File: config.mk
export PLATFORM = sky130hd
export DESIGN_NAME = cpu_subsystem
export DESIGN_NICKNAME = d
export VERILOG_FILES = /design/src/common/cpu_bus_pkg.sv /design/src/common/cpu_decode_if.sv /design/src/rtl/master_decoder.sv /design/src/rtl/sub_decoder.sv /design/src/rtl/bus_mux.sv /design/src/rtl/cpu_subsystem.sv
export VERILOG_INCLUDE_DIRS = /design/src /design/src/common
export SDC_FILE = /design/constraint.sdc
export NUM_CORES = 1
export LEC_CHECK = 0
export ABC_AREA = 1
export BUFFER_PORTS_ARGS = -buffer_cell sky130_fd_sc_hd__buf_2
export CORE_UTILIZATION = 54
export DETAILED_ROUTE_END_ITERATION = 10
export GPL_TIMING_DRIVEN = 1
export HOLD_SLACK_MARGIN = 0.15
export PLACE_DENSITY = 0.83
export SYNTH_ARGS = -nofsm -noshare
export SYNTH_HDL_FRONTEND = slang
export SYNTH_SLANG_ARGS = --single-unit
File: constraint.sdc
create_clock -name clk_6m -period 3.1 [get_ports clk_6m]
set_input_delay 0.31 -clock clk_6m [delete_from_list [all_inputs] [get_ports clk_6m]]
set_output_delay 0.31 -clock clk_6m [all_outputs]
set_load 0.005 [all_outputs]
File: src/common/cpu_bus_settings.svh
`ifndef CPU_BUS_SETTINGS_SVH
`define CPU_BUS_SETTINGS_SVH

// Bus widths
`define CPU_ADDR_W 16
`define BUS_ADDR_W 13
`define ROM_ADDR_W 15
`define DATA_W 8

// Master-only local addresses
`define ADDR_BACKCOLOR 16'h6008
`define ADDR_IRQ_ACK 16'h600C

// Read value where nothing answers
`define UNMAPPED_DATA 8'hFF

`endif

File: src/common/cpu_bus_pkg.sv
`default_nettype none

package cpu_bus_pkg;

	// Target of a decoded shared-bus access
	typedef enum logic [2:0] {
		REG_NONE,
		REG_SCROLL0,
		REG_SCROLL1,
		REG_OBJECT,
		REG_LATCH0,
		REG_LATCH1,
		REG_BACKCOLOR
	} region_t;

	// Owner of the shared bus in the current slot
	typedef enum logic {
		SLOT_MASTER,
		SLOT_SUB
	} slot_t;

	// Per-access sequence inside a decoder
	typedef enum logic [1:0] {
		ST_IDLE,
		ST_ROM,
		ST_SHARED,
		ST_DONE
	} dec_state_t;

endpackage

`default_nettype wire

File: src/common/cpu_decode_if.sv
`timescale 1ns/10ps
`include "cpu_bus_settings.svh"
`default_nettype none

interface cpu_decode_if
	import cpu_bus_pkg::*;
();

	// Request side, held stable by the decoder while req is high
	logic                   req;
	region_t                region;
	logic [`BUS_ADDR_W-1:0] addr;
	logic                   we;
	logic [`DATA_W-1:0]     wdata;

	// Completion side, ack is a single-cycle pulse
	logic [`DATA_W-1:0]     rdata;
	logic                   ack;

	modport decoder (
		output req,
		output region,
		output addr,
		output we,
		output wdata,
		input  rdata,
		input  ack
	);

	modport mux (
		input  req,
		input  region,
		input  addr,
		input  we,
		input  wdata,
		output rdata,
		output ack
	);

endinterface

`default_nettype wire

File: src/rtl/master_decoder.sv
`timescale 1ns/10ps
`include "cpu_bus_settings.svh"
`default_nettype none

module master_decoder
	import cpu_bus_pkg::*;
(
	input  logic                   clk_6m,
	input  logic                   rst_n,
	input  logic                   vblank_n,
	input  logic                   cpu_req,
	input  logic                   cpu_we,
	input  logic [`CPU_ADDR_W-1:0] cpu_addr,
	input  logic [`DATA_W-1:0]     cpu_wdata,
	output logic                   cpu_done,
	output logic [`DATA_W-1:0]     cpu_rdata,
	output logic [`ROM_ADDR_W-1:0] rom_addr,
	output logic                   rom_ce,
	input  logic [`DATA_W-1:0]     rom_data,
	output logic                   irq_n,
	cpu_decode_if.decoder          bus
);

	dec_state_t             state_q;
	region_t                region_d;
	region_t                region_q;
	logic                   is_irq_ack;
	logic                   accept;
	logic [`ROM_ADDR_W-1:0] addr_q;
	logic                   we_q;
	logic [`DATA_W-1:0]     wdata_q;
	logic [`DATA_W-1:0]     rdata_q;
	logic                   vblank_q;
	logic                   irq_q;

	//////////////////////////////////////////////////////////////////////
	// Master address map
	//////////////////////////////////////////////////////////////////////

	always_comb begin
		region_d = REG_NONE;
		is_irq_ack = 1'b0;
		case (cpu_addr[15:13])
			3'b000: region_d = REG_SCROLL0;
			3'b001: region_d = REG_SCROLL1;
			3'b010: region_d = REG_OBJECT;
			3'b011: begin
				// 0x6000-0x6007 split into two latches by A2
				if (cpu_addr[12:3] == '0)
					region_d = cpu_addr[2] ? REG_LATCH1 : REG_LATCH0;
				else if (cpu_addr == `ADDR_BACKCOLOR)
					region_d = REG_BACKCOLOR;
				else if (cpu_addr == `ADDR_IRQ_ACK)
					is_irq_ack = cpu_we;
			end
			default: region_d = REG_NONE;
		endcase
	end

	assign accept = (state_q == ST_IDLE) && cpu_req;

	//////////////////////////////////////////////////////////////////////
	// Access sequencer
	//////////////////////////////////////////////////////////////////////

	always_ff @(posedge clk_6m) begin
		if (!rst_n) begin
			state_q <= ST_IDLE;
		end else begin
			case (state_q)
				ST_IDLE: begin
					if (cpu_req) begin
						// A15 selects program ROM
						if (cpu_addr[15])
							state_q <= ST_ROM;
						else if (region_d != REG_NONE)
							state_q <= ST_SHARED;
						else
							state_q <= ST_DONE;
					end
				end
				ST_ROM: state_q <= ST_DONE;
				ST_SHARED: begin
					if (bus.ack)
						state_q <= ST_DONE;
				end
				default: state_q <= ST_IDLE;
			endcase
		end
	end

	always_ff @(posedge clk_6m) begin
		if (accept) begin
			addr_q <= cpu_addr[`ROM_ADDR_W-1:0];
			we_q <= cpu_we;
			wdata_q <= cpu_wdata;
			region_q <= region_d;
			rdata_q <= `UNMAPPED_DATA;
		end
		if (state_q == ST_ROM)
			rdata_q <= rom_data;
		if (state_q == ST_SHARED && bus.ack)
			rdata_q <= bus.rdata;
	end

	// Vblank interrupt, cleared by a write to the acknowledge address
	always_ff @(posedge clk_6m) begin
		if (!rst_n) begin
			vblank_q <= 1'b1;
			irq_q <= 1'b0;
		end else begin
			vblank_q <= vblank_n;
			if (vblank_q && !vblank_n)
				irq_q <= 1'b1;
			else if (accept && is_irq_ack)
				irq_q <= 1'b0;
		end
	end

	assign irq_n = !irq_q;

	assign cpu_done = (state_q == ST_DONE);
	assign cpu_rdata = rdata_q;
	assign rom_ce = (state_q == ST_ROM);
	assign rom_addr = addr_q;

	assign bus.req = (state_q == ST_SHARED);
	assign bus.region = region_q;
	assign bus.addr = addr_q[`BUS_ADDR_W-1:0];
	assign bus.we = we_q;
	assign bus.wdata = wdata_q;

endmodule

`default_nettype wire

File: src/rtl/sub_decoder.sv
`timescale 1ns/10ps
`include "cpu_bus_settings.svh"
`default_nettype none

module sub_decoder
	import cpu_bus_pkg::*;
(
	input  logic                   clk_6m,
	input  logic                   rst_n,
	input  logic                   cpu_req,
	input  logic                   cpu_we,
	input  logic [`CPU_ADDR_W-1:0] cpu_addr,
	input  logic [`DATA_W-1:0]     cpu_wdata,
	output logic                   cpu_done,
	output logic [`DATA_W-1:0]     cpu_rdata,
	output logic [`ROM_ADDR_W-1:0] rom_addr,
	output logic                   rom_ce,
	input  logic [`DATA_W-1:0]     rom_data,
	cpu_decode_if.decoder          bus
);

	dec_state_t             state_q;
	region_t                region_d;
	region_t                region_q;
	logic                   accept;
	logic [`ROM_ADDR_W-1:0] addr_q;
	logic                   we_q;
	logic [`DATA_W-1:0]     wdata_q;
	logic [`DATA_W-1:0]     rdata_q;

	// Sub map has only the two latches above 0x6000
	always_comb begin
		case (cpu_addr[15:13])
			3'b000: region_d = REG_SCROLL0;
			3'b001: region_d = REG_SCROLL1;
			3'b010: region_d = REG_OBJECT;
			3'b011: begin
				if (cpu_addr[12:3] == '0)
					region_d = cpu_addr[2] ? REG_LATCH1 : REG_LATCH0;
				else
					region_d = REG_NONE;
			end
			default: region_d = REG_NONE;
		endcase
	end

	assign accept = (state_q == ST_IDLE) && cpu_req;

	always_ff @(posedge clk_6m) begin
		if (!rst_n) begin
			state_q <= ST_IDLE;
		end else begin
			case (state_q)
				ST_IDLE: begin
					if (cpu_req) begin
						if (cpu_addr[15])
							state_q <= ST_ROM;
						else if (region_d != REG_NONE)
							state_q <= ST_SHARED;
						else
							state_q <= ST_DONE;
					end
				end
				ST_ROM: state_q <= ST_DONE;
				ST_SHARED: begin
					if (bus.ack)
						state_q <= ST_DONE;
				end
				default: state_q <= ST_IDLE;
			endcase
		end
	end

	// Request capture and read data return
	always_ff @(posedge clk_6m) begin
		if (accept) begin
			addr_q <= cpu_addr[`ROM_ADDR_W-1:0];
			we_q <= cpu_we;
			wdata_q <= cpu_wdata;
			region_q <= region_d;
			rdata_q <= `UNMAPPED_DATA;
		end
		if (state_q == ST_ROM)
			rdata_q <= rom_data;
		if (state_q == ST_SHARED && bus.ack)
			rdata_q <= bus.rdata;
	end

	assign cpu_done = (state_q == ST_DONE);
	assign cpu_rdata = rdata_q;
	assign rom_ce = (state_q == ST_ROM);
	assign rom_addr = addr_q;

	assign bus.req = (state_q == ST_SHARED);
	assign bus.region = region_q;
	assign bus.addr = addr_q[`BUS_ADDR_W-1:0];
	assign bus.we = we_q;
	assign bus.wdata = wdata_q;

endmodule

`default_nettype wire

File: src/rtl/bus_mux.sv
`timescale 1ns/10ps
`include "cpu_bus_settings.svh"
`default_nettype none

module bus_mux
	import cpu_bus_pkg::*;
(
	input  logic                   clk_6m,
	input  logic                   rst_n,
	cpu_decode_if.mux              m_bus,
	cpu_decode_if.mux              s_bus,
	output logic [`BUS_ADDR_W-1:0] bus_addr,
	output logic [`DATA_W-1:0]     bus_wdata,
	input  logic [`DATA_W-1:0]     bus_rdata,
	output logic                   bus_we,
	output logic                   scroll0_n,
	output logic                   scroll1_n,
	output logic                   object_n,
	output logic                   latch0_n,
	output logic                   latch1_n,
	output logic                   backcolor_n
);

	logic [1:0]             phase_q;
	slot_t                  slot;
	logic                   slot_end;
	logic                   strobe_on;
	logic                   act_q;
	region_t                region_q;
	logic [`BUS_ADDR_W-1:0] addr_q;
	logic                   we_q;
	logic [`DATA_W-1:0]     wdata_q;
	logic                   m_ack_q;
	logic                   s_ack_q;
	logic [`DATA_W-1:0]     m_rdata_q;
	logic [`DATA_W-1:0]     s_rdata_q;

	//////////////////////////////////////////////////////////////////////
	// Slot timing
	//////////////////////////////////////////////////////////////////////

	// Phases 0-1 master, 2-3 sub
	assign slot = phase_q[1] ? SLOT_SUB : SLOT_MASTER;
	// Second phase of the current slot
	assign slot_end = phase_q[0];

	always_ff @(posedge clk_6m) begin
		if (!rst_n) begin
			phase_q <= 2'd0;
			act_q <= 1'b0;
			m_ack_q <= 1'b0;
			s_ack_q <= 1'b0;
		end else begin
			phase_q <= phase_q + 2'd1;
			m_ack_q <= act_q && slot_end && (slot == SLOT_MASTER);
			s_ack_q <= act_q && slot_end && (slot == SLOT_SUB);
			// Take the next owner's pending request as its slot opens
			if (slot_end)
				act_q <= (slot == SLOT_MASTER) ? s_bus.req : m_bus.req;
		end
	end

	//////////////////////////////////////////////////////////////////////
	// Request capture and read data
	//////////////////////////////////////////////////////////////////////

	always_ff @(posedge clk_6m) begin
		if (slot_end && slot == SLOT_SUB) begin
			region_q <= m_bus.region;
			addr_q <= m_bus.addr;
			we_q <= m_bus.we;
			wdata_q <= m_bus.wdata;
			s_rdata_q <= bus_rdata;
		end
		if (slot_end && slot == SLOT_MASTER) begin
			region_q <= s_bus.region;
			addr_q <= s_bus.addr;
			we_q <= s_bus.we;
			wdata_q <= s_bus.wdata;
			m_rdata_q <= bus_rdata;
		end
	end

	assign m_bus.rdata = m_rdata_q;
	assign m_bus.ack = m_ack_q;
	assign s_bus.rdata = s_rdata_q;
	assign s_bus.ack = s_ack_q;

	// Address and data span the whole slot, strobe only its second phase
	assign bus_addr = addr_q;
	assign bus_wdata = wdata_q;
	assign bus_we = act_q && we_q;

	assign strobe_on = act_q && slot_end;

	assign scroll0_n = !(strobe_on && region_q == REG_SCROLL0);
	assign scroll1_n = !(strobe_on && region_q == REG_SCROLL1);
	assign object_n = !(strobe_on && region_q == REG_OBJECT);
	assign latch0_n = !(strobe_on && region_q == REG_LATCH0);
	assign latch1_n = !(strobe_on && region_q == REG_LATCH1);
	assign backcolor_n = !(strobe_on && region_q == REG_BACKCOLOR);

endmodule

`default_nettype wire

File: src/rtl/cpu_subsystem.sv
`timescale 1ns/10ps
`include "cpu_bus_settings.svh"
`default_nettype none

module cpu_subsystem (
	input  logic                   clk_6m,
	input  logic                   rst_n,
	input  logic                   vblank_n,

	// Master CPU
	input  logic                   m_cpu_req,
	input  logic [`CPU_ADDR_W-1:0] m_cpu_addr,
	input  logic                   m_cpu_we,
	input  logic [`DATA_W-1:0]     m_cpu_wdata,
	output logic                   m_cpu_done,
	output logic [`DATA_W-1:0]     m_cpu_rdata,
	output logic                   m_irq_n,
	output logic [`ROM_ADDR_W-1:0] m_rom_addr,
	output logic                   m_rom_ce,
	input  logic [`DATA_W-1:0]     m_rom_data,

	// Sub CPU
	input  logic                   s_cpu_req,
	input  logic [`CPU_ADDR_W-1:0] s_cpu_addr,
	input  logic                   s_cpu_we,
	input  logic [`DATA_W-1:0]     s_cpu_wdata,
	output logic                   s_cpu_done,
	output logic [`DATA_W-1:0]     s_cpu_rdata,
	output logic [`ROM_ADDR_W-1:0] s_rom_addr,
	output logic                   s_rom_ce,
	input  logic [`DATA_W-1:0]     s_rom_data,

	// Shared video/latch bus
	output logic [`BUS_ADDR_W-1:0] bus_addr,
	output logic [`DATA_W-1:0]     bus_wdata,
	input  logic [`DATA_W-1:0]     bus_rdata,
	output logic                   bus_we,
	output logic                   scroll0_n,
	output logic                   scroll1_n,
	output logic                   object_n,
	output logic                   latch0_n,
	output logic                   latch1_n,
	output logic                   backcolor_n
);

	cpu_decode_if m_bus ();
	cpu_decode_if s_bus ();

	master_decoder i_master_decoder (
		.clk_6m    (clk_6m),
		.rst_n     (rst_n),
		.vblank_n  (vblank_n),
		.cpu_req   (m_cpu_req),
		.cpu_we    (m_cpu_we),
		.cpu_addr  (m_cpu_addr),
		.cpu_wdata (m_cpu_wdata),
		.cpu_done  (m_cpu_done),
		.cpu_rdata (m_cpu_rdata),
		.rom_addr  (m_rom_addr),
		.rom_ce    (m_rom_ce),
		.rom_data  (m_rom_data),
		.irq_n     (m_irq_n),
		.bus       (m_bus.decoder)
	);

	sub_decoder i_sub_decoder (
		.clk_6m    (clk_6m),
		.rst_n     (rst_n),
		.cpu_req   (s_cpu_req),
		.cpu_we    (s_cpu_we),
		.cpu_addr  (s_cpu_addr),
		.cpu_wdata (s_cpu_wdata),
		.cpu_done  (s_cpu_done),
		.cpu_rdata (s_cpu_rdata),
		.rom_addr  (s_rom_addr),
		.rom_ce    (s_rom_ce),
		.rom_data  (s_rom_data),
		.bus       (s_bus.decoder)
	);

	// Time-slot interleave of both decoders onto the shared bus
	bus_mux i_bus_mux (
		.clk_6m      (clk_6m),
		.rst_n       (rst_n),
		.m_bus       (m_bus.mux),
		.s_bus       (s_bus.mux),
		.bus_addr    (bus_addr),
		.bus_wdata   (bus_wdata),
		.bus_rdata   (bus_rdata),
		.bus_we      (bus_we),
		.scroll0_n   (scroll0_n),
		.scroll1_n   (scroll1_n),
		.object_n    (object_n),
		.latch0_n    (latch0_n),
		.latch1_n    (latch1_n),
		.backcolor_n (backcolor_n)
	);

endmodule

`default_nettype wire

**Yosys cells after proc, flatten, opt, wreduce, memory -nomap -nowiden**

Index checks and enable logic that the tools add are counted.
Widths: inputs -> output; s select.

- Add/sub/neg operators: 1
- Eq/ne operators: 24
- Mux-type cells: 39
- Bitwise logic cells: 1
- Reduce and logical (&&, ||, !) cells: 40

Operators with widths:

| cell | count |
|---|---|
| $mux 8 | 8 |
| $eq 16x15->1 const B | 2 |
| $mux 13 | 2 |
| $pmux 3 s4 | 2 |
| $logic_not 10->1 | 2 |
| $eq 3x2->1 const B | 6 |
| $logic_and 1x1->1 | 18 |
| $mux 3 | 5 |
| $mux 1 | 14 |
| $mux 2 | 6 |
| $pmux 2 s3 | 2 |
| $reduce_bool 3->1 | 4 |
| $eq 3x1->1 const B | 3 |
| $eq 3x3->1 const B | 3 |
| $eq 2x2->1 const B | 4 |
| $logic_not 1->1 | 8 |
| $ne 2x2->1 const B | 4 |
| $logic_not 3->1 | 2 |
| $eq 2x1->1 const B | 2 |
| $logic_not 2->1 | 2 |
| $reduce_and 2->1 | 2 |
| $reduce_bool 2->1 | 2 |
| $add 2x1->2 const B | 1 |
| $not 1->1 | 1 |

- Register bits after elaboration: 122
- Input port bits: 79
- Word-level logic and storage cells: 129

**Longest topological paths before layout**

- Depth after elaboration: 9
- Mapped depth: 11

**Cells and area by module**

From an unflattened synthesis, not the netlist that was laid out.

- Cells, all modules: 429
- Area total of the unflattened synthesis: 5094.9 um2

Modules (own cells, without submodules):

| module | instances | cells an instance | area each (um2) |
|---|---|---|---|
| bus_mux | 1 | 161 | 1843.0 |
| master_decoder | 1 | 146 | 1711.6 |
| sub_decoder | 1 | 122 | 1540.2 |

**Worst setup path after synthesis**

No wires, ideal clock.

- Path type: register to register
- Start point: register i_bus_mux.phase_q[1]
- End point: register i_bus_mux.addr_q[0], in the netlist i_bus_mux.bus_addr[0] (enable)
- Arrival time: 1.406 ns
- Data required time: 2.787 ns
- Slack: 1.382 ns
- Stages on the path, launching flop included: 5
- Path buffers: 1
- Clock period less this slack: 1.718 ns
- Cells stage by stage: dfxtp_1 inv_1 ha_1 buf_2 or2_2

- Cells in the longest elaborated chain, start to end: 4
- Elaborated cells on any way between the ends: 5

RTL lines:

| element | line | source |
|---|---|---|
| from (decl) | bus_mux.sv:24 | `logic [1:0] phase_q;` |
| from (signal assigned) | bus_mux.sv:54 | `phase_q <= phase_q + 2'd1;` |
| $mux 1 * | bus_mux.sv:43 | `assign slot = phase_q[1] ? SLOT_SUB : SLOT_MASTER;` |
| $not 1->1 | bus_mux.sv:75 | `if (slot_end && slot == SLOT_MASTER) begin` |
| $logic_and 1x1->1 | bus_mux.sv:75 |  |
| $reduce_bool 2->1 (no line) * | -- |  |
| to (signal assigned) | bus_mux.sv:70 | `addr_q <= m_bus.addr;` |
| to (signal assigned) | bus_mux.sv:77 | `addr_q <= s_bus.addr;` |
| to (decl) | bus_mux.sv:30 | `` logic [`BUS_ADDR_W-1:0] addr_q; `` |

Mark *: on every way between the ends. The rest lies on a longest branch, timed or not.
A chain may end at the register's enable or synchronous reset.

**Final worst setup path**

- Start point: register i_master_decoder.state_q[0]
- End point: register i_master_decoder.rdata_q[0], in the netlist i_master_decoder.cpu_rdata[0] (enable)

- Cells in the longest elaborated chain, start to end: 3
- Elaborated cells on any way between the ends: 6

RTL lines:

| element | line | source |
|---|---|---|
| from (decl) | master_decoder.sv:24 | `dec_state_t state_q;` |
| from (signal assigned) | master_decoder.sv:68 | `state_q <= ST_IDLE;` |
| from (signal assigned) | master_decoder.sv:75 | `state_q <= ST_ROM;` |
| from (signal assigned) | master_decoder.sv:77 | `state_q <= ST_SHARED;` |
| $eq 2x2->1 / $logic_not 2->1 (equally long branches) | master_decoder.sv:102, master_decoder.sv:60 |  |
| $logic_and 1x1->1 (on tied branches) | master_decoder.sv:102, master_decoder.sv:60 |  |
| $reduce_bool 3->1 (no line) * | -- |  |
| to (signal assigned) | master_decoder.sv:98 | `` rdata_q <= `UNMAPPED_DATA; `` |
| to (signal assigned) | master_decoder.sv:101 | `rdata_q <= rom_data;` |
| to (signal assigned) | master_decoder.sv:103 | `rdata_q <= bus.rdata;` |
| to (decl) | master_decoder.sv:32 | `` logic [`DATA_W-1:0] rdata_q; `` |

Marks and branches as above.

==> flow_metrics.env <==
export IMPL_finalHoldViolations=0
export IMPL_ctsResizeCount=0
export IMPL_tightest_slew_ns=0.721
export IMPL_area_growth_syn_to_layout_pct=45.7
export IMPL_skew_ns=0.0106
export IMPL_path_class="register to register"
export IMPL_grt_overflow_total=0
export IMPL_status="finished, final reports clean"
export IMPL_fin_setup_tns_ns=0
export IMPL_grt_pass1_vias=4169
export IMPL_ys_ff_latch=122
export IMPL_grtUsageMet2_pct=56.5
export IMPL_arrival_ns=2.12
export IMPL_num_antenna_cells=0
export IMPL_maxCapViolCount=0
export IMPL_num_fill_cells=404
export IMPL_rsz0062_at_grt="no"
export IMPL_h_tree_depth=4
export IMPL_cts_tree="yes"
export IMPL_final_period_utilization_pct=64.2
export IMPL_vias_per_cell=5.44
export IMPL_busiest_layer="met2"
export IMPL_post_drt_wl_per_cell_um=18.8
export IMPL_synthCells=393
export IMPL_clock_latency_ns=0.51
export IMPL_ir_drop_v=0.000429
export IMPL_required_ns=3.23
export IMPL_ys_flop_type="edfxtp_1"
export IMPL_final_area_um2=6940
export IMPL_slew_violations=0
export IMPL_multi_input_area_um2=1060
export IMPL_hp_class="input pin to register"
export IMPL_coreArea_um2=8380
export IMPL_power_mw=5.39
export IMPL_routabilityCongestion=0.838
export IMPL_ys_warn_count=0
export IMPL_final_seq_area_um2=3550
export IMPL_dp_hpwl_um=7700
export IMPL_grt_use_met1_pct=36.6
export IMPL_grt_start_max_net_pins=35
export IMPL_die_y_um=95.9
export IMPL_synth_cell_area_um2=4760
export IMPL_die_area_um2=9190
export IMPL_cp_max_fo=17
export IMPL_clockRootBuffer="clkbuf_8"
export IMPL_async_flop_share_pct=0
export IMPL_r2r_slack_ns=1.11
export IMPL_placed_area_um2=5670
export IMPL_setup_ws_ns=1.11
export IMPL_postCtsSetupBuffers=0
export IMPL_syn_avg_cell_area_um2=12.1
export IMPL_yosysSeqAreaShare_pct=74.7
export IMPL_use_met3_pct=7.58
export IMPL_antenna_found_initial=0
export IMPL_cts_sinks=122
export IMPL_floorplan_initialDensity_pct=56.8
export IMPL_grt_usage_pct=32.7
export IMPL_dpl_worst_slack_ns=1.20
export IMPL_fmax_mhz=503
export IMPL_vias=4075
export IMPL_finalSetupViolCount=0
export IMPL_synth_edff_count=111
export IMPL_row_count=33
export IMPL_drive_gt1_share_pct=30.9
export IMPL_routed_wl_um=14100
export IMPL_endpoint_kind="register"
export IMPL_final_cell_mix="157 x buf_2, 111 x edfxtp_1, 106 x nand2_1, 68 x dlygate4sd3_1, 64 x nor2_1"
export IMPL_synth_distinct_cells=25
export IMPL_relSlewSlack_pct=51.9
export IMPL_grt_pass1_wl_um=21100
export IMPL_min_period_ns=1.99
export IMPL_dr_pass1_iters=8
export IMPL_drtIter0Drc=325
export IMPL_antenna_left=0
export IMPL_clockBufferDepth=2
export IMPL_io_buffers=157
export IMPL_p_per_area_nw_per_um2=777
export IMPL_clk_pin_slew_ns=0.06
export IMPL_worst_setup_path_start_kind="register"
export IMPL_final_common_cell="buf_2"
export IMPL_layout_nets=721
export IMPL_leakagePower_nw=2.99
export IMPL_ios=158
export IMPL_die_x_um=95.9
export IMPL_cts_made_buffers=17
export IMPL_postSynthNetCount=482
export IMPL_whs_ns=0.171
export IMPL_drc=0
==> cells by family after synthesis <==
kind of cell	Yosys count	synth area share, %
flops	122	74.7
fa+ha+maj	10	2.63
compound gates	29	3.34
simple gates	193	16.3
buf+inv	39	3.10
==> worst paths after layout <==
check,start,endpoint,cells past startpoint
max reg2reg,i_master_decoder.state_q[0]$_SDFFE_PN0P_,i_master_decoder.cpu_rdata[0]$_DFFE_PP_,4
min,s_rom_data[3],i_sub_decoder.cpu_rdata[3]$_DFFE_PP_,3
max,i_master_decoder.state_q[0]$_SDFFE_PN0P_,i_master_decoder.cpu_rdata[0]$_DFFE_PP_,4
min reg2reg,i_bus_mux.act_q$_SDFFE_PN0P_,i_bus_mux.act_q$_SDFFE_PN0P_,2
==> state kept, by name (all words and copies together), names as in the netlist, 2 cells and up <==
register,flops
i_bus_mux.bus_wdata,8
i_master_decoder.bus.region,3
i_bus_mux.bus_addr,13
i_sub_decoder.rom_addr,15
i_bus_mux.s_bus.rdata,8
i_sub_decoder.cpu_rdata,8
i_bus_mux.m_bus.rdata,8
i_master_decoder.rom_addr,15
i_sub_decoder.bus.wdata,8
i_master_decoder.cpu_rdata,8
i_sub_decoder.bus.region,3
i_sub_decoder.state_q,2
i_master_decoder.bus.wdata,8
i_master_decoder.state_q,2
i_bus_mux.region_q,3
i_bus_mux.phase_q,2
==> Yosys cell counts (all sizes together), types with 3 or more instances <==
cell type,instances,area share (%)
a21oi,19,2.1
buf,3,0.26
clkbuf,5,0.39
dfxtp,11,4.6
edfxtp,111,70
ha,10,2.6
inv,29,2.3
nand2,107,8.5
nand3,10,1.3
nor2,64,5.0
nor3,5,0.53
o21ai,5,0.53
==> power by group <==
group	internal (mW)	switching [mW]	total (mW)
sequential	2.22	0.129	2.35
combinational	0.389	0.692	1.08
clock	1.22	0.742	1.96
==> layout make-up <==
type,count,area share [%]
Multi-Input combinational cell,232,15.3
Sequential cell,122,51.2
Timing Repair Buffer,228,21.5
Inverter,31,1.68
Clock buffer,17,5.97
Clock inverter,14,2.51
Tap cell,105,1.89
==> metal layers <==
| metal | wire, um | share of wire [%] | vias to the layer above |
|---|---|---|---|
| met3 | 1150 | 8.2 | 75 |
| met4 | 727 | 5.2 | 0 |
| met5 | 0 | 0 | - |
| li1 | - | - | 1812 |
| met2 | 7230 | 51 | 311 |
| met1 | 4990 | 35 | 1877 |
==> per-stage QoR <==
stage / utilization, % / std cells
after floorplan: - / 393
after global placement: 67.6 / 650
after detailed placement: 67.6 / 650
after CTS: 82.8 / 749
after global routing: 82.8 / 749
final: 82.8 / 749
==> what timing repair did <==
item,4_1_cts,5_1_grt
hold buffers,68,0
endpoints found under the setup margin,0,0
hold endpoints to repair,78,0
==> critical path, cell delays in order (launching register included) <==
cell and delay (ns):
dfxtp_1 0.39, inv_1 0.09, ha_1 0.21, nand2_1 0.42
nand3_1 0.49
Note: power is estimated with default switching activity, not from simulation.
